--- src/common/dp_pkg.sv ---
// shared widths, modulus and coefficient types for the dot-product datapath
// imported by every RTL block and by the testbench models
`default_nettype none

package dp_pkg;

    //////////////////////////////////////////////////////////////////////
    // sizes
    //////////////////////////////////////////////////////////////////////
    localparam int COE_WIDTH       = 39;                  // one coefficient
    localparam int LOG_NUM_BANK    = 3;                   // bank select width
    localparam int NUM_BANK        = 1 << LOG_NUM_BANK;   // 8 banks per poly
    localparam int ROW_ADDR_W      = 4;                   // rows per bank, kept short
    localparam int NUM_POLY        = 3;                   // polys in the vector
    localparam int COEF_ADDR_W     = ROW_ADDR_W + LOG_NUM_BANK;
    localparam int COEFS_PER_POLY  = NUM_BANK * (1 << ROW_ADDR_W);  // 128
    localparam int PSUM_RD_LATENCY = 1;                   // upstream psum memory read

    // coefficient types
    typedef logic [COE_WIDTH-1:0] coef_t;
    typedef coef_t [NUM_POLY-1:0] coef_vec_t;   // one coef per poly
    typedef coef_t [NUM_BANK-1:0] bank_row_t;   // one row across all banks

    // every stored value sits below this
    localparam coef_t DP_MODULUS = 39'd274877890561;

    // coefficient address, seen either flat or as row/bank
    // idx = row * NUM_BANK + bank, so the bank is the low field
    typedef union packed {
        logic [COEF_ADDR_W-1:0] idx;        // flat coefficient index
        struct packed {
            logic [ROW_ADDR_W-1:0]   row;   // upper bits
            logic [LOG_NUM_BANK-1:0] bank;  // lower bits
        } loc;
    } coef_addr_u;

endpackage

`default_nettype wire
--- src/common/dp_rd_if.sv ---
// compute-side read path between control, ping-pong buffer and madd lanes
// control issues index reads, buffer answers one cycle later
`default_nettype none

interface dp_rd_if
    import dp_pkg::*;
();

    // all signals live in the clk domain of dp_top
    logic       page;       // compute page select
    logic       rd_en;      // one index issued this cycle
    coef_addr_u rd_addr;    // issued coefficient index
    coef_vec_t  rd_data;    // one coef per poly, cycle after rd_en

    // pass sequencer side
    modport ctrl (
        output page,
        output rd_en,
        output rd_addr
    );

    // banked storage side
    modport store (
        input  page,
        input  rd_en,
        input  rd_addr,
        output rd_data
    );

    // add lanes only watch the read stream
    modport lane (
        input rd_en,
        input rd_addr,
        input rd_data
    );

endinterface

`default_nettype wire

--- src/dp_ctrl.sv ---
// page swap and multiply-add pass sequencing
// start pulse kicks off one pass over every coefficient index, done level
// reports the pass finished and gates the page swap
`default_nettype none

module dp_ctrl
    import dp_pkg::*;
(
    input  wire      clk,
    input  wire      i_reset,
    input  wire      i_axi_done,     // host finished loading fill page
    input  wire      i_madd_start,   // one-cycle pulse
    input  wire      i_pipe_empty,
    output logic     o_madd_done,
    dp_rd_if.ctrl    rd
);

    // fsm encoding
    localparam logic [1:0] ST_IDLE  = 2'd0;
    localparam logic [1:0] ST_ISSUE = 2'd1;    // one index per cycle
    localparam logic [1:0] ST_DRAIN = 2'd2;    // wait for lanes to empty

    logic [1:0]             state;
    logic [COEF_ADDR_W-1:0] idx_cnt;           // next index to issue
    logic                   last_idx;
    logic                   swap_cond;
    logic                   swap_cond_q;       // history for edge detect
    logic                   page_q;

    //////////////////////////////////////////////////////////////////////
    // page swap
    //////////////////////////////////////////////////////////////////////
    // loading done and no pass running
    assign swap_cond = i_axi_done && (state == ST_IDLE);

    always_ff @(posedge clk) begin : swap_ff
        if (i_reset) begin
            swap_cond_q <= 1'b0;
            page_q      <= 1'b0;
        end else begin
            swap_cond_q <= swap_cond;
            if (swap_cond && !swap_cond_q) begin
                page_q <= ~page_q;   // rising edge only
            end
        end
    end

    //////////////////////////////////////////////////////////////////////
    // pass fsm
    //////////////////////////////////////////////////////////////////////
    assign last_idx = (idx_cnt == COEF_ADDR_W'(COEFS_PER_POLY - 1));

    always_ff @(posedge clk) begin : pass_fsm
        if (i_reset) begin
            state       <= ST_IDLE;
            idx_cnt     <= '0;
            o_madd_done <= 1'b0;
        end else begin
            case (state)
                ST_IDLE: begin
                    if (i_madd_start) begin       // starts while busy never get here
                        state       <= ST_ISSUE;
                        idx_cnt     <= '0;
                        o_madd_done <= 1'b0;      // falls at accept edge
                    end
                end
                ST_ISSUE: begin
                    idx_cnt <= idx_cnt + 1'b1;
                    if (last_idx) begin
                        state <= ST_DRAIN;
                    end
                end
                ST_DRAIN: begin
                    // pipe empty means last write is on the bus now
                    if (i_pipe_empty) begin
                        state       <= ST_IDLE;
                        o_madd_done <= 1'b1;
                    end
                end
                default: state <= ST_IDLE;
            endcase
        end
    end

    // read issue toward buffer and lanes
    assign rd.page  = page_q;
    assign rd.rd_en = (state == ST_ISSUE);

    always_comb begin : addr_drv
        rd.rd_addr     = '0;
        rd.rd_addr.idx = idx_cnt;    // flat view, buffer splits it
    end

endmodule

`default_nettype wire

--- src/flat_wrapper.sv ---
// flat-port wrapper written by rule: the top's interface ports become plain ports
module dp_ctrl_flat import dp_pkg::*;
  (clk, i_reset, i_axi_done, i_madd_start, i_pipe_empty, o_madd_done, rd_page, rd_rd_en, rd_rd_addr);
  dp_rd_if rd_i ();
  input  wire clk;
  input  wire i_reset;
  input  wire i_axi_done;
  input  wire i_madd_start;
  input  wire i_pipe_empty;
  output logic o_madd_done;
  output wire logic [$bits(rd_i.page)-1:0] rd_page;
  output wire logic [$bits(rd_i.rd_en)-1:0] rd_rd_en;
  output wire logic [$bits(rd_i.rd_addr)-1:0] rd_rd_addr;
  assign rd_page = rd_i.page;
  assign rd_rd_en = rd_i.rd_en;
  assign rd_rd_addr = rd_i.rd_addr;
  dp_ctrl u_core (.clk(clk), .i_reset(i_reset), .i_axi_done(i_axi_done), .i_madd_start(i_madd_start), .i_pipe_empty(i_pipe_empty), .o_madd_done(o_madd_done), .rd(rd_i));
endmodule
--- config.mk ---
export PLATFORM = sky130hd
export DESIGN_NAME = dp_ctrl_flat
export DESIGN_NICKNAME = d
export VERILOG_FILES = /design/src/common/dp_pkg.sv /design/src/common/dp_rd_if.sv /design/src/dp_ctrl.sv /design/src/flat_wrapper.sv
export SDC_FILE = /design/constraint.sdc
export NUM_CORES = 1
export LEC_CHECK = 0
export BUFFER_PORTS_ARGS = -buffer_cell sky130_fd_sc_hd__buf_2
export CAP_MARGIN = 20
export CORE_MARGIN = 4
export CORE_UTILIZATION = 44
export CTS_CLUSTER_SIZE = 10
export DETAILED_ROUTE_END_ITERATION = 12
export GPL_TIMING_DRIVEN = 0
export PLACE_DENSITY = 0.83
export RECOVER_POWER = 50
export SLEW_MARGIN = 20
export SYNTH_ARGS = -nofsm -noshare
export SYNTH_HDL_FRONTEND = slang
export SYNTH_SLANG_ARGS = --single-unit
--- constraint.sdc ---
create_clock -name clk -period 1.31 [get_ports clk]
set_input_delay 0.131 -clock clk [delete_from_list [all_inputs] [get_ports clk]]
set_output_delay 0.131 -clock clk [all_outputs]
set_load 0.02 [all_outputs]
==> results.yml <==
run_status:
  outcome: "finished, violations left"
  violations: "negative setup slack"
clock_tree:
  numClockSinks: 12
  cts-root-buf: "clkbuf_4"
  clkTransAtPathRegs_ps: 80
  insertion_delay_ps: 280
  cts_tree: "built"
  clock_path_buffers: 2
  cts_max_level: 1
  numCtsBuffers: 3
setup_path:
  cp_data_required_time_ps: 1480
  arrival_ps: 1520
  start_kind: "flop"
  crit_type: "reg -> reg"
  endpoint_kind: "flop"
  crit_fanout: 9
synthesis:
  yosysUniqueCellTypes: 28
  ys_warn_count: 0
  synthesis.area_sq_um: 578
  synth-seq-area-share_pct: 41.6
  ys_seq_elements: 12
  syn_inst: 65
  synth_fp_nets: 71
  synth_area_per_cell_sq_um: 8.89
cells_and_area:
  nets: 94
  area_growth_syn_to_layout_pct: 31.0
  drive_gt1_share_pct: 34.5
  final_cell_mix: "buf_2 (8), clkbuf_1 (7), dfxtp_1 (7)"
  multiInputGateArea_sq_um: 339
  n_antenna_cell: 0
  fin_area_sq_um: 757
  finish.utilization_pct: 64.6
  fill_cells: 107
  layout_commonest_cell: "buf_2"
  seq_area_sq_um: 251
sta:
  fmax_ghz: 0.745
  setup_ws_ps: -32.6
  drv_slew: 0
  rsz0062_at_grt: "yes"
  timing.final.crit_share_pct: 102
  finalClockSkew_ps: 2.84
  tightestPinTransition_ps: 437
  hold_violations: 0
  finalSetupViolCount: 3
  min_period_ps: 1340
  whs_ps: 113
  slew_headroom_pct: 70.9
pwr:
  finalPower_w: 0.000720
  ir_worst_vdd_mv: 0.625
  power_density_mw_per_mm2: 952
  cellLeakagePower_nw: 0.296
detailed_routing:
  wl_met3_um: 103
  drt_iter0_markers: 24
  vias: 572
  top_layer: "met4"
  drt-pass1-iter-count: 5
  routed_wl_um: 1410
  antenna_left: 0
  remaining_drc_errors: 0
  wl_met2_um: 700
  vias_per_cell: 5.66
  routedWlPerCell_um: 13.9
  wl_met1_um: 574
placement:
  gp_congestion: 0.713
  preCtsSetupSlack_ps: -54.3
  post_dp_cell_area_sq_um: 701
  io_buffer_count: 14
  post-dp-hpwl_um: 977
floorplan:
  rows: 12
  num_io_pins: 15
  die_w_um: 44.2
  dieArea_sq_mm: 0.00196
  start_util_pct: 49.4
  core_sq_mm: 0.00117
  die_h_um: 44.2
global_route:
  grt_pass1_wl_um: 2280
  grt_max_degree: 11
  grt_antenna_before_repair: 0
  grt_pass1_vias: 515
  track_usage_pct: 15.8
  grt_overflow_total: 0
hold_path:
  hold_class: "in -> reg"
run:
  maxCapViolations: 0
## state kept, by name, indices dropped and copies added, names as in the netlist
register / cells
u_core.o_madd_done: 1
u_core.rd.rd_addr: 7
u_core.rd.page: 1
u_core.swap_cond_q: 1
u_core.state: 2
## cells in the mapped netlist, drive strengths merged
cell type   n  area (sq um)
inv         2          7.51
nand2b      2          20.0
or3         1          7.51
nor4b       2          17.5
mux2        1          11.3
o21ai       4          20.0
and3b       1          8.76
a22oi       1          7.51
or4         2          15.0
nor2b       2          12.5
nor2        6          22.5
buf         2          22.5
a31oi       1          6.26
ha          1          12.5
o211ai      1          7.51
a21oi       4          20.0
clkbuf      1          3.75
mux2i       2          20.0
nand3       2          10.0
nand2       6          22.5
nand3b      1          7.51
or3b        1          8.76
dfxtp      12           240
o21bai      2          15.0
nor3b       1          7.51
xnor2       1          8.76
nor3        3          15.0
## metrics by stage
step,cells,setup TNS [ps]
after floorplan,65,-4.00
after global placement,93,-52.9
after detailed placement,93,-82.7
after CTS,99,-44.9
after global routing,101,-215
final,101,-62.7
## final timing paths
check	cells past startpoint	from	slack [ps]	to
max	4	u_core.state[0]	-30	u_core.rd.rd_addr[5]
min	4	i_pipe_empty	110	u_core.state[1]
max reg2reg	4	u_core.state[0]	-30	u_core.rd.rd_addr[5]
min reg2reg	2	u_core.o_madd_done	500	u_core.o_madd_done
## what timing repair did
item / in CTS / in global routing
gates resized for setup: 2 / 3
pin swaps: 4 / 3
hold buffers: 0 / 0
endpoints found under the hold margin: 0 / 0
buffers inserted: 3 / 2
endpoints found under the setup margin: 3 / 4
## final cells by class
type                       count  share of cell area [%]
clock buffer                   3                    2.98
clock inverter                 1                   0.496
buffer                         2                    1.98
sequential                    12                    33.2
tap                           14                    2.31
multi-input combinational     48                    44.8
timing repair buffer          19                    13.2
inverter                       2                   0.992
## per-layer routing
metal / vias up / global-route usage (%)
met2: 34 / 28.2
li1: 273 / -
met4: 0 / 6.63
met5: - / 0
met3: 4 / 4.07
met1: 261 / 17.6
## kinds of logic after synthesis
| kind of cell | Yosys count | share of synthesized area, % |
|---|---|---|
| buffers and inverters | 5 | 5.84 |
| adders and majority gates | 1 | 2.16 |
| muxes | 3 | 5.41 |
| DFF | 12 | 41.6 |
| and+or+nand+nor | 30 | 30.3 |
| AOI/OAI and AO/OA | 13 | 13.2 |
| xor gates and xnor gates | 1 | 1.52 |
## power breakdown
| group | switching, W | total, W | internal (W) |
|---|---|---|---|
| sequential | 0.00000722 | 0.000381 | 0.000373 |
| clock | 0.000130 | 0.000240 | 0.000110 |
| combinational | 0.0000542 | 0.0000995 | 0.0000454 |
| total | 0.000191 | 0.000720 | 0.000529 |
## critical path, stage by stage, from the launching register on
cell and delay (ps):
dfxtp_1 320, buf_6 130, or3b_4 370, and3b_1 170
mux2_2 250
Note: power is estimated with default switching activity, not from simulation.
