File: config.mk
export PLATFORM = sky130hd
export DESIGN_NAME = dp_madd_pipe_flat
export DESIGN_NICKNAME = d
export VERILOG_FILES = /design/src/common/dp_pkg.sv /design/src/common/dp_rd_if.sv /design/src/madd/dp_madd_pipe.sv /design/src/flat_wrapper.sv
export SDC_FILE = /design/constraint.sdc
export NUM_CORES = 1
export LEC_CHECK = 0
export ABC_AREA = 0
export BUFFER_PORTS_ARGS = -buffer_cell sky130_fd_sc_hd__buf_2
export CAP_MARGIN = 20
export CORE_ASPECT_RATIO = 1.4
export CORE_MARGIN = 2
export CORE_UTILIZATION = 24
export DETAILED_ROUTE_END_ITERATION = 16
export GPL_ROUTABILITY_DRIVEN = 0
export SYNTH_ARGS = -nofsm -noshare
export SYNTH_HDL_FRONTEND = slang
export SYNTH_SLANG_ARGS = --single-unit
File: constraint.sdc
create_clock -name clk -period 7.4 [get_ports clk]
set_clock_uncertainty 0.1 [all_clocks]
set_input_delay 1.48 -clock clk [delete_from_list [all_inputs] [get_ports clk]]
set_output_delay 1.48 -clock clk [all_outputs]
set_load 0.02 [all_outputs]
File: src/common/dp_pkg.sv
// shared widths, modulus and coefficient types for the dot-product datapath
// imported by every RTL block and by the testbench models
`default_nettype none

package dp_pkg;

    //////////////////////////////////////////////////////////////////////
    // sizes
    //////////////////////////////////////////////////////////////////////
    localparam int COE_WIDTH       = 39;                  // one coefficient
    localparam int LOG_NUM_BANK    = 3;                   // bank select width
    localparam int NUM_BANK        = 1 << LOG_NUM_BANK;   // 8 banks per poly
    localparam int ROW_ADDR_W      = 4;                   // rows per bank, kept short
    localparam int NUM_POLY        = 3;                   // polys in the vector
    localparam int COEF_ADDR_W     = ROW_ADDR_W + LOG_NUM_BANK;
    localparam int COEFS_PER_POLY  = NUM_BANK * (1 << ROW_ADDR_W);  // 128
    localparam int PSUM_RD_LATENCY = 1;                   // upstream psum memory read

    // coefficient types
    typedef logic [COE_WIDTH-1:0] coef_t;
    typedef coef_t [NUM_POLY-1:0] coef_vec_t;   // one coef per poly
    typedef coef_t [NUM_BANK-1:0] bank_row_t;   // one row across all banks

    // every stored value sits below this
    localparam coef_t DP_MODULUS = 39'd274877890561;

    // coefficient address, seen either flat or as row/bank
    // idx = row * NUM_BANK + bank, so the bank is the low field
    typedef union packed {
        logic [COEF_ADDR_W-1:0] idx;        // flat coefficient index
        struct packed {
            logic [ROW_ADDR_W-1:0]   row;   // upper bits
            logic [LOG_NUM_BANK-1:0] bank;  // lower bits
        } loc;
    } coef_addr_u;

endpackage

`default_nettype wire
File: src/common/dp_rd_if.sv
// compute-side read path between control, ping-pong buffer and madd lanes
// control issues index reads, buffer answers one cycle later
`default_nettype none

interface dp_rd_if
    import dp_pkg::*;
();

    // all signals live in the clk domain of dp_top
    logic       page;       // compute page select
    logic       rd_en;      // one index issued this cycle
    coef_addr_u rd_addr;    // issued coefficient index
    coef_vec_t  rd_data;    // one coef per poly, cycle after rd_en

    // pass sequencer side
    modport ctrl (
        output page,
        output rd_en,
        output rd_addr
    );

    // banked storage side
    modport store (
        input  page,
        input  rd_en,
        input  rd_addr,
        output rd_data
    );

    // add lanes only watch the read stream
    modport lane (
        input rd_en,
        input rd_addr,
        input rd_data
    );

endinterface

`default_nettype wire

File: src/madd/dp_madd_pipe.sv
// modular add lanes per poly plus downstream write generation
// valid and address follow the read stream until the result leaves the
// last register stage
`default_nettype none

module dp_madd_pipe
    import dp_pkg::*;
#(
    parameter int MADD_PIPE_STAGES = 4     // at least one register stage after the add
)(
    input  wire              clk,
    input  wire              i_reset,
    dp_rd_if.lane            rd,
    input  wire coef_vec_t   i_psum,       // upstream partial sums
    output logic             o_we,         // downstream write strobe
    output coef_addr_u       o_wraddr,
    output coef_vec_t        o_data,
    output logic             o_empty       // nothing left to write after this cycle
);

    // buffer read takes one cycle too so both sides line up here
    localparam int ALIGN = PSUM_RD_LATENCY;
    localparam int DEPTH = ALIGN + MADD_PIPE_STAGES;

    logic [DEPTH:1] vld;                            // vld[k] is rd_en k cycles ago
    coef_addr_u     addr_sr [1:DEPTH];              // address rides along
    coef_vec_t      dat_sr  [1:MADD_PIPE_STAGES];   // result stages
    coef_vec_t      sum_mod;                        // reduced sums

    //////////////////////////////////////////////////////////////////////
    // lane adders
    //////////////////////////////////////////////////////////////////////
    always_comb begin : lane_add
        logic [COE_WIDTH:0] raw;    // one extra bit for the carry
        for (int p = 0; p < NUM_POLY; p++) begin
            raw = {1'b0, rd.rd_data[p]} + {1'b0, i_psum[p]};
            // both inputs below modulus so one subtract is enough
            if (raw >= {1'b0, DP_MODULUS}) begin
                raw = raw - {1'b0, DP_MODULUS};
            end
            sum_mod[p] = raw[COE_WIDTH-1:0];
        end
    end

    //////////////////////////////////////////////////////////////////////
    // control shift chain
    //////////////////////////////////////////////////////////////////////
    always_ff @(posedge clk) begin : vld_chain
        if (i_reset) begin
            vld <= '0;
        end else begin
            vld <= {vld[DEPTH-1:1], rd.rd_en};
        end
    end

    // address and sums ride along with valid
    always_ff @(posedge clk) begin : payload_chain
        addr_sr[1] <= rd.rd_addr;
        for (int k = 2; k <= DEPTH; k++) begin
            addr_sr[k] <= addr_sr[k-1];
        end
        dat_sr[1] <= sum_mod;          // data meets vld[ALIGN] here
        for (int k = 2; k <= MADD_PIPE_STAGES; k++) begin
            dat_sr[k] <= dat_sr[k-1];
        end
    end

    // outputs straight from the last stage
    assign o_we     = vld[DEPTH];
    assign o_wraddr = addr_sr[DEPTH];
    assign o_data   = dat_sr[MADD_PIPE_STAGES];

    // last stage retires this cycle so it does not count
    assign o_empty  = ~|vld[DEPTH-1:1];

endmodule

`default_nettype wire

File: src/flat_wrapper.sv
// flat-port wrapper written by rule: the top's interface ports become plain ports
module dp_madd_pipe_flat import dp_pkg::*;
#(
    parameter int MADD_PIPE_STAGES = 4                                                 
)
  (clk, i_reset, i_psum, o_we, o_wraddr, o_data, o_empty, rd_rd_en, rd_rd_addr, rd_rd_data);
  dp_rd_if rd_i ();
  input  wire clk;
  input  wire i_reset;
  input  wire coef_vec_t i_psum;
  output logic o_we;
  output coef_addr_u o_wraddr;
  output coef_vec_t o_data;
  output logic o_empty;
  input wire logic [$bits(rd_i.rd_en)-1:0] rd_rd_en;
  input wire logic [$bits(rd_i.rd_addr)-1:0] rd_rd_addr;
  input wire logic [$bits(rd_i.rd_data)-1:0] rd_rd_data;
  assign rd_i.rd_en = rd_rd_en;
  assign rd_i.rd_addr = rd_rd_addr;
  assign rd_i.rd_data = rd_rd_data;
  dp_madd_pipe #(.MADD_PIPE_STAGES(MADD_PIPE_STAGES)) u_core (.clk(clk), .i_reset(i_reset), .rd(rd_i), .i_psum(i_psum), .o_we(o_we), .o_wraddr(o_wraddr), .o_data(o_data), .o_empty(o_empty));
endmodule
==> Flow_metrics.wiki, run 1 <==
{| class="wikitable"
! Metric !! Value
|-
| Result of the run || completed
|-
| Effective utilization at floorplan || between 20% and 30%
|-
| Average cell area after synthesis || between 9 and 10 sq um
|-
| Actual transition at the worst max-transition pin || 1170 ps
|-
| CP max stage delay || between 1000 and 1500 ps
|-
| Final-report setup violation count || 0
|-
| Number of DRC violations after detailed routing || 0
|-
| Total gr overflow || 0
|-
| Clock root buffer || sky130_fd_sc_hd__clkbuf_16
|-
| Crit path cell chain || buf_2 -> ha_1 -> a211oi_1 -> o21ai_0 -> buf_4 -> a211oi_1 -> o21bai_1 -> xor2_1 -> o311ai_0 -> nor4_1 -> and3_1 -> a31oi_2 -> nor4b_1 -> xor2_1
|-
| Hold/Removal Path Class || reg2reg
|-
| Type of the setup path with the least slack || in2reg
|-
| Gate count after technology mapping || 2275
|-
| Mapped cell area || 22000 sq um
|-
| Flip-flop cell with the highest count after synthesis || sky130_fd_sc_hd__dfxtp_1
|-
| Overall die area || between 90000 and 100000 sq um
|-
| Layout area overhead || 17.4%
|-
| Detailed-route wire length per cell || approximately 16 um
|-
| Ratio of cells with drive above 1 in the final layout || roughly a fifth
|-
| Fin nets || 2871
|-
| Critical Path Source Type || primary input
|-
| Netlist cell types || 91
|-
| Post-CTS setup-driven buffer insertion count || 0
|-
| Number of max-cap violations || 0
|-
| Multi-input combinational cell area || between 10000 and 15000 sq um
|-
| End of the worst register-to-register path || u_core.vld[5]
|-
| First drt pass iteration count || 6
|-
| End point of the critical path || u_core.dat_sr[0][130]
|-
| Post-synthesis net count || 2645
|-
| Vias in the first global route || 16700
|-
| Number of DRC violations after detailed-routing iteration 0 || 908
|-
| Number of rows in the core area || 131
|-
| Max Transition Viols Final || 0
|-
| Clock buffer count from CTS || 48
|-
| Worst path required time || just under 8000 ps
|-
| Synthesized flop and latch total || between 500 and 600
|-
| Clock insertion delay at the later pin of the skew report || approximately 590 ps
|-
| Critical path depth in cells || 14
|-
| Clock tree from TritonCTS || built
|-
| Unrepaired setup endpoints after global routing || no
|-
| Final hold slack || around 220 ps
|-
| Largest net degree at the start of global routing || 28
|-
| Via total after detailed routing || 17300
|-
| Port Buf Inserts || 369
|-
| Worst slew margin || 21.4%
|-
| Final worst-path cycle share || a little under nine tenths
|-
| Global-route wire length before repair || around 92000 um
|-
| Sequential element share of the synthesized area || a little under half
|-
| Half-perimeter wire length after detailed placement || between 40000 and 50000 um
|-
| Final worst path period need || about 6400 ps
|-
| Power density over the cells || approximately 300 nW/um^2
|-
| Nature of the critical path endpoint || register
|-
| FF+latch area || ~10000 sq um
|-
| Post-route antenna net violation count || 0
|-
| Detailed-route wire length || slightly above 60000 um
|-
| Gr usage total || between 10% and 20%
|-
| Critical path's top delay family || compound AO/OA/AOI/OAI gates
|-
| Reg-to-reg critical path startpoint || u_core.vld[4]
|-
| Launch point of the worst path || rd_rd_data[2]
|-
| Peak clock frequency supported by timing || roughly 160 MHz
|-
| CP Buf/Inv Count || 2
|-
| Number of flops mapped to enable cells by yosys || 0
|-
| Leakage power || 0.0108 uW
|-
| Final Hold Viols || 0
|-
| Peak VDD IR || 0.149 mV
|-
| R2r setup slk || 6700 ps
|-
| Critical path fanouts, max || 20
|-
| Ports || 370
|-
| Count of yosys warnings during synthesis || 0
|-
| Placeable Area || 91100 sq um
|-
| Die span in y || roughly 360 um
|-
| Filler cell count || between 9000 and 10000
|-
| CTS Hold Bufs || 0
|-
| Number of antenna violations at the first check in global routing || 32
|-
| Average vias per placed instance || 4.61
|-
| Depth of the most critical reg-to-reg path || 1
|-
| Die Width || approximately 260 um
|-
| Clock transition at the registers of the reported paths || ~70 ps
|-
| Post-Route Setup TNS || 0 ps
|-
| Data arrival time at the worst-slack endpoint || roughly 7000 ps
|-
| Post-synthesis async set-or-reset flop share || 0%
|-
| # resized after CTS || 0
|-
| Max stage delay cell, worst path || sky130_fd_sc_hd__a211oi_1
|-
| CTS Sinks || 508
|-
| Deepest clock path buffer count || 3
|-
| Number of levels the H-tree was split into || 2
|}
==> flip-flops by register name, summed over array words and instances (netlist names) <==
name and flops:
u_core.vld 5, u_core.addr_sr 35, u_core.dat_sr 468
==> per-layer routing <==
metal / vias to the layer above / part of all wire [%] / track usage, %
li1: 8523 / - / -
met1: 7924 / 39 / 12.8
met2: 593 / 48 / 22.3
met3: 182 / 8.4 / 4.52
met4: 46 / 4.3 / 5.68
met5: - / 0.47 / 0
==> cell usage after synthesis (5+ instances only) <==
library cell / number / area, sq um
sky130_fd_sc_hd__and4_1: 17 / 149
sky130_fd_sc_hd__a221oi_1: 6 / 52.6
sky130_fd_sc_hd__nand3_1: 68 / 340
sky130_fd_sc_hd__inv_1: 37 / 139
sky130_fd_sc_hd__a31oi_1: 14 / 87.6
sky130_fd_sc_hd__nand3b_1: 11 / 82.6
sky130_fd_sc_hd__a211oi_1: 28 / 210
sky130_fd_sc_hd__and4b_1: 6 / 60.1
sky130_fd_sc_hd__o221ai_1: 6 / 52.6
sky130_fd_sc_hd__a211o_1: 7 / 61.3
sky130_fd_sc_hd__o21a_1: 22 / 165
sky130_fd_sc_hd__or4_1: 9 / 67.6
sky130_fd_sc_hd__nand2b_1: 8 / 50.1
sky130_fd_sc_hd__ha_1: 123 / 1540
sky130_fd_sc_hd__a21o_1: 49 / 368
sky130_fd_sc_hd__nand4_1: 58 / 363
sky130_fd_sc_hd__mux2_2: 6 / 67.6
sky130_fd_sc_hd__buf_4: 125 / 938
sky130_fd_sc_hd__nor3_1: 55 / 275
sky130_fd_sc_hd__nor3b_1: 10 / 75.1
sky130_fd_sc_hd__a21oi_1: 142 / 711
sky130_fd_sc_hd__and3_1: 25 / 156
sky130_fd_sc_hd__o2111ai_1: 7 / 61.3
sky130_fd_sc_hd__o311ai_0: 5 / 43.8
sky130_fd_sc_hd__a311oi_1: 6 / 52.6
sky130_fd_sc_hd__o21bai_1: 14 / 105
sky130_fd_sc_hd__or2_2: 11 / 68.8
sky130_fd_sc_hd__buf_2: 8 / 40.0
sky130_fd_sc_hd__nor4_1: 34 / 213
sky130_fd_sc_hd__o31ai_1: 7 / 52.6
sky130_fd_sc_hd__dfxtp_1: 508 / 10200
sky130_fd_sc_hd__xor2_1: 91 / 797
sky130_fd_sc_hd__nor2_1: 128 / 480
sky130_fd_sc_hd__nor4b_1: 9 / 78.8
sky130_fd_sc_hd__and2_1: 16 / 100
sky130_fd_sc_hd__xnor2_1: 89 / 780
sky130_fd_sc_hd__nor2b_1: 16 / 100
sky130_fd_sc_hd__nor4_2: 10 / 125
sky130_fd_sc_hd__clkbuf_1: 71 / 267
sky130_fd_sc_hd__o21ai_0: 82 / 410
sky130_fd_sc_hd__or3_1: 17 / 106
sky130_fd_sc_hd__o21ai_1: 7 / 35.0
sky130_fd_sc_hd__o211ai_1: 27 / 203
sky130_fd_sc_hd__nand2_1: 175 / 657
sky130_fd_sc_hd__a2111oi_0: 8 / 70.1
==> final cells by class <==
cell class	instances	share of cell area, %
well taps	1197	5.79
multi-input cells	1520	40.4
inverters	37	0.537
repair buffers	386	7.63
diodes	9	0.0870
clock inverters	32	1.21
flip-flops and latches	508	39.3
clock buffers	58	5.10
==> how the worst min path moves through the flow <==
stage	to	start	depth (start not counted)
2_1_floorplan	u_core.addr_sr[0][14]	u_core.addr_sr[0][7]	0
3_3_place_gp	u_core.dat_sr[0][508]	u_core.dat_sr[0][391]	0
3_5_place_dp	u_core.addr_sr[0][23]	u_core.addr_sr[0][16]	0
4_1_cts	u_core.dat_sr[0][498]	u_core.dat_sr[0][381]	0
5_1_grt	u_core.dat_sr[0][477]	u_core.dat_sr[0][360]	0
6_report	u_core.dat_sr[0][337]	u_core.dat_sr[0][220]	0
==> logic make-up (layout without fill, tap and decap cells) <==
kind of cell,count (synthesis),count (layout),synth area share [%]
other,0,9,0
AOI/OAI and AO/OA,491,491,14.9
DFF,508,508,46.2
xor gates and xnor gates,180,180,7.16
buffers and inverters,247,513,6.48
muxes,11,11,0.539
adders and majority gates,126,126,7.26
and+or+nand+nor,712,712,17.5
==> cells in the final DEF (no fill, tap or decap), drive strengths merged, types with 11 or more instances in the layout <==
cell	instances
nand4	58
o21bai	15
clkinv	13
a211oi	30
and3	25
nor4b	11
or3	19
inv	45
nor2	128
nor3b	12
ha	123
nor4	45
or2	11
o211ai	27
a31oi	14
a21o	49
and2	17
xor2	91
and4	17
a21oi	142
o21ai	89
nor2b	16
nand3b	11
xnor2	89
dfxtp	508
nand2	176
nor3	56
nand3	68
clkbuf	58
o21a	22
buf	386
==> report_power, final <==
| part | switching (uW) | total [uW] | internal, uW |
|---|---|---|---|
| combinational | 1080 | 1670 | 592 |
| sequential | 170 | 3580 | 3410 |
| clock | 1100 | 2480 | 1370 |
==> metrics by stage <==
stage	instance area (sq um)	cells	total power [uW]	setup WS, ps	util, %
after floorplan	22000	2275	4910	1850	-
after global placement	24200	3647	5300	648	26.6
after detailed placement	24200	3647	5320	667	26.6
after CTS	25800	3737	7850	1300	28.4
after global routing	25900	3744	8140	884	28.4
final	25900	3747	7730	1020	28.4
Power figures use the tool's default switching activity.
==> inputs of run 2 (changes only) <==
Settings changed: ABC_AREA 0 to 1.
==> Flow_metrics.wiki, run 2 <==
{| class="wikitable"
! Metric !! Value
|-
| Total gr overflow || 0 (unchanged)
|-
| Clock tree from TritonCTS || built
|-
| Number of DRC violations after detailed routing || 0 (unchanged)
|-
| Number of flip-flops in the largest register || 468 (unchanged)
|-
| Final worst-path cycle share || 67.4% (-19 points)
|-
| Diodes inserted || 0 (-9)
|-
| Final-report setup violation count || 0 (unchanged)
|-
| Port Buf Inserts || 369 (unchanged)
|-
| Vias in the first global route || 22100 (+33%)
|-
| Flip-flop cell with the highest count after synthesis || sky130_fd_sc_hd__dfxtp_1
|-
| End of the worst register-to-register path || u_core.vld[4]
|-
| Final worst path period need || 4990 ps (-1390 ps)
|-
| Depth of the most critical reg-to-reg path || 2 (+1)
|-
| Reg-to-reg critical path startpoint || u_core.vld[3]
|-
| Half-perimeter wire length after detailed placement || 65600 um (+32%)
|-
| Number of cells traversed by the worst hold path || 0 (unchanged)
|-
| Gate count after technology mapping || 3674 (+61%)
|-
| Global-route wire length before repair || 118000 um (+29%)
|-
| Unrepaired setup endpoints after global routing || no
|-
| Final hold slack || 188 ps (-32.6 ps)
|-
| Number of antenna violations at the first check in global routing || 7 (-78%)
|-
| # resized after CTS || 0 (unchanged)
|-
| Most common cell after layout, fill and taps aside || sky130_fd_sc_hd__nand2_1
|-
| Most used cells in the layout excluding fill and tap cells || 1280 x sky130_fd_sc_hd__nand2_1, 516 x sky130_fd_sc_hd__inv_1, 508 x sky130_fd_sc_hd__dfxtp_1
|-
| Clock buffer count from CTS || 50 (+4.2%)
|-
| Nature of the critical path endpoint || register
|-
| Cell area after layout || 29500 sq um (+14%)
|-
| Post-route antenna net violation count || 0 (unchanged)
|-
| First drt pass iteration count || 6 (unchanged)
|-
| Final Hold Viols || 0 (unchanged)
|-
| Worst slew margin || 48.0% (+27 points)
|-
| List of most frequent post-synthesis cells || 1280 x sky130_fd_sc_hd__nand2_1, 516 x sky130_fd_sc_hd__inv_1, 508 x sky130_fd_sc_hd__dfxtp_1
|-
| CTS Hold Bufs || 0 (unchanged)
|-
| Deepest clock path buffer count || 3 (unchanged)
|-
| Hold/Removal Path Class || reg2reg
|-
| Post-Route Setup TNS || 0 ps (unchanged)
|-
| Worst setup slack before clock tree synthesis || 1750 ps (+1090 ps)
|-
| Detailed-route wire length || 78300 um (+28%)
|-
| Sequential element share of the synthesized area || 40.2% (-5.9 points)
|-
| Die Width || 278 um (+7.0%)
|-
| Number of flops mapped to enable cells by yosys || 0 (unchanged)
|-
| Cell type contributing the most total cell area after synthesis || sky130_fd_sc_hd__dfxtp_1
|-
| Data arrival time at the worst-slack endpoint || 5350 ps (-1450 ps)
|-
| Top-area cell type share of the netlist area || 40.2% (-5.9 points)
|-
| Average vias per placed instance || 4.32 (-6.2%)
|-
| Post-route worst setup slack || 2410 ps (+1390 ps)
|-
| Worst path required time || 7760 ps (-60 ps)
|-
| CTS Sinks || 508 (unchanged)
|-
| Number of DRC violations after detailed-routing iteration 0 || 1342 (+48%)
|-
| Netlist cell types || 45 (-51%)
|-
| Clock transition at the registers of the reported paths || 70 ps (about the same)
|-
| Most frequently used cell type in the post-synthesis netlist || sky130_fd_sc_hd__nand2_1
|-
| Critical Path Source Type || primary input
|-
| Largest register by flop count || u_core.dat_sr
|-
| Post-CTS setup-driven buffer insertion count || 0 (unchanged)
|-
| Peak VDD IR || 0.172 mV (+15%)
|-
| Number of max-cap violations || 0 (unchanged)
|-
| Count of yosys warnings during synthesis || 0 (unchanged)
|-
| Total power || 8390 uW (+8.6%)
|-
| Ports || 370 (unchanged)
|-
| Ratio of cells with drive above 1 in the final layout || 12.5% (-8.2 points)
|-
| Detailed-route wire length per cell || 14.7 um (-10%)
|-
| Mapped cell area || 25300 sq um (+15%)
|-
| R2r setup slk || 6780 ps (+80 ps)
|-
| Overall die area || 108000 sq um (+14%)
|-
| Peak clock frequency supported by timing || 200 MHz (+28%)
|-
| WHS Endpoint || u_core.dat_sr[0][387]
|-
| Effective utilization at floorplan || 24.2% (+0.067 points)
|-
| Via total after detailed routing || 23100 (+34%)
|-
| Post-synthesis async set-or-reset flop share || 0% (unchanged)
|-
| Max Transition Viols Final || 0 (unchanged)
|-
| Power density over the cells || 284 nW/um^2 (-4.8%)
|-
| Critical path fanouts, max || 73 (+270%)
|-
| Fin nets || 4320 (+50%)
|-
| Layout area overhead || 16.8%
|-
| Largest net degree at the start of global routing || 74 (+160%)
|-
| Number of rows in the core area || 140 (+6.9%)
|-
| Clock insertion delay at the later pin of the skew report || 620 ps (+30 ps)
|-
| Average cell area after synthesis || 6.88 sq um (-29%)
|-
| Top cells by area in the synthesized netlist || sky130_fd_sc_hd__dfxtp_1 40%, sky130_fd_sc_hd__nand2_1 19%, sky130_fd_sc_hd__inv_1 7.7%
|-
| Largest registers in the final layout || u_core.dat_sr (468), u_core.addr_sr (35), u_core.vld (5)
|-
| Synthesized flop and latch total || 508 (unchanged)
|-
| Result of the run || completed
|-
| Placeable Area || 104000 sq um (+14%)
|-
| Type of the setup path with the least slack || in2reg
|-
| Area after DPL || 27700 sq um (+15%)
|-
| Gr usage total || 14.1% (+1.6 points)
|-
| Clock root buffer || sky130_fd_sc_hd__clkbuf_16
|-
| Post-synthesis net count || 4044 (+53%)
|-
| Leakage power || 0.0152 uW (+42%)
|-
| Actual transition at the worst max-transition pin || 780 ps (-393 ps)
|-
| Die span in y || 388 um (+7.0%)
|-
| Number of levels the H-tree was split into || 2 (unchanged)
|-
| Startpoint of the most critical hold path || u_core.dat_sr[0][270]
|}
[run 2: cell count changes after synthesis, moves of 23 or more]
cell | before | now
sky130_fd_sc_hd__o211ai_1 | 27 | 4
sky130_fd_sc_hd__and3_1 | 25 | 0
sky130_fd_sc_hd__nor2_1 | 128 | 347
sky130_fd_sc_hd__nand2_1 | 175 | 1280
sky130_fd_sc_hd__a21o_1 | 49 | 3
sky130_fd_sc_hd__xnor2_1 | 89 | 14
sky130_fd_sc_hd__o21ai_1 | 7 | 34
sky130_fd_sc_hd__xor2_1 | 91 | 58
sky130_fd_sc_hd__nand3_1 | 68 | 255
sky130_fd_sc_hd__a211oi_1 | 28 | 1
sky130_fd_sc_hd__clkbuf_1 | 71 | 1
sky130_fd_sc_hd__nor4_1 | 34 | 3
sky130_fd_sc_hd__inv_1 | 37 | 516
sky130_fd_sc_hd__a21oi_1 | 142 | 112
[run 2: cell type report]
class,count,area [sq um]
tap,1349,1690
inverter,522,1960
multi-input combinational,2497,12100
timing repair buffer,371,1870
sequential,508,10200
clock buffer,64,1370
clock inverter,29,382
fill,11400,74700
[run 2: how the worst max path moves through the flow]
stage	slack [ps]	from	cells past startpoint	endpoint
finish	2410	rd_rd_data[69]	17	u_core.dat_sr[0][165]
global route	2150	rd_rd_data[39]	22	u_core.dat_sr[0][165]
CTS	2400	rd_rd_data[0]	16	u_core.dat_sr[0][129]
detailed placement	1750	rd_rd_data[0]	16	u_core.dat_sr[0][129]
global placement	1800	rd_rd_data[0]	16	u_core.dat_sr[0][129]
floorplan	3330	rd_rd_data[39]	20	u_core.dat_sr[0][156]
[run 2: through the flow]
stage,cells,utilization (%)
floorplan,3674,-
detailed placement,5246,26.6
CTS,5339,28.3
global route,5340,28.3
global placement,5246,26.6
finish,5340,28.3
[run 2: worst max-delay path, stage by stage]
cell,delay [ps]
sky130_fd_sc_hd__buf_2,100
sky130_fd_sc_hd__ha_1,500
sky130_fd_sc_hd__nand2_1,170
sky130_fd_sc_hd__nor2_1,290
sky130_fd_sc_hd__nand2_1,220
sky130_fd_sc_hd__nor2_1,320
sky130_fd_sc_hd__nand3_1,380
sky130_fd_sc_hd__nand4_1,210
sky130_fd_sc_hd__nand2_1,120
sky130_fd_sc_hd__nor2_1,210
sky130_fd_sc_hd__nand2_1,130
sky130_fd_sc_hd__nor2_1,180
sky130_fd_sc_hd__nand3_1,160
sky130_fd_sc_hd__nand3_4,540
sky130_fd_sc_hd__nand2_1,110
sky130_fd_sc_hd__nand2_1,90
sky130_fd_sc_hd__nand2_1,100
[run 2: metal layers]
metal  up-vias  global-route usage [%]  wire (um)
li1      11900                       -          -
met1     10200                    15.3      30300
met2       797                    25.7      38600
met3       190                    2.29       5000
met4         0                    7.87       4340
met5         -                       0          0
[run 2: logic make-up (layout without fill, tap and decap cells)]
| logic type | count (synthesis) | count (layout) | share of synthesized area, % |
|---|---|---|---|
| adder cells (fa/ha/maj) | 126 | 126 | 6.33 |
| flip-flops | 508 | 508 | 40.2 |
| buffers and inverters | 669 | 986 | 12.1 |
| AND/OR/NAND/NOR | 2045 | 2045 | 33.4 |
| AO/OA/AOI/OAI | 250 | 250 | 5.23 |
| XOR/XNOR | 76 | 76 | 2.75 |
[run 2: power breakdown]
group	total [uW]	switching (uW)	internal, uW	leakage [uW]
sequential	3710	241	3470	0.00428
combinational	2010	1400	607	0.0101
clock	2670	1150	1520	0.000846
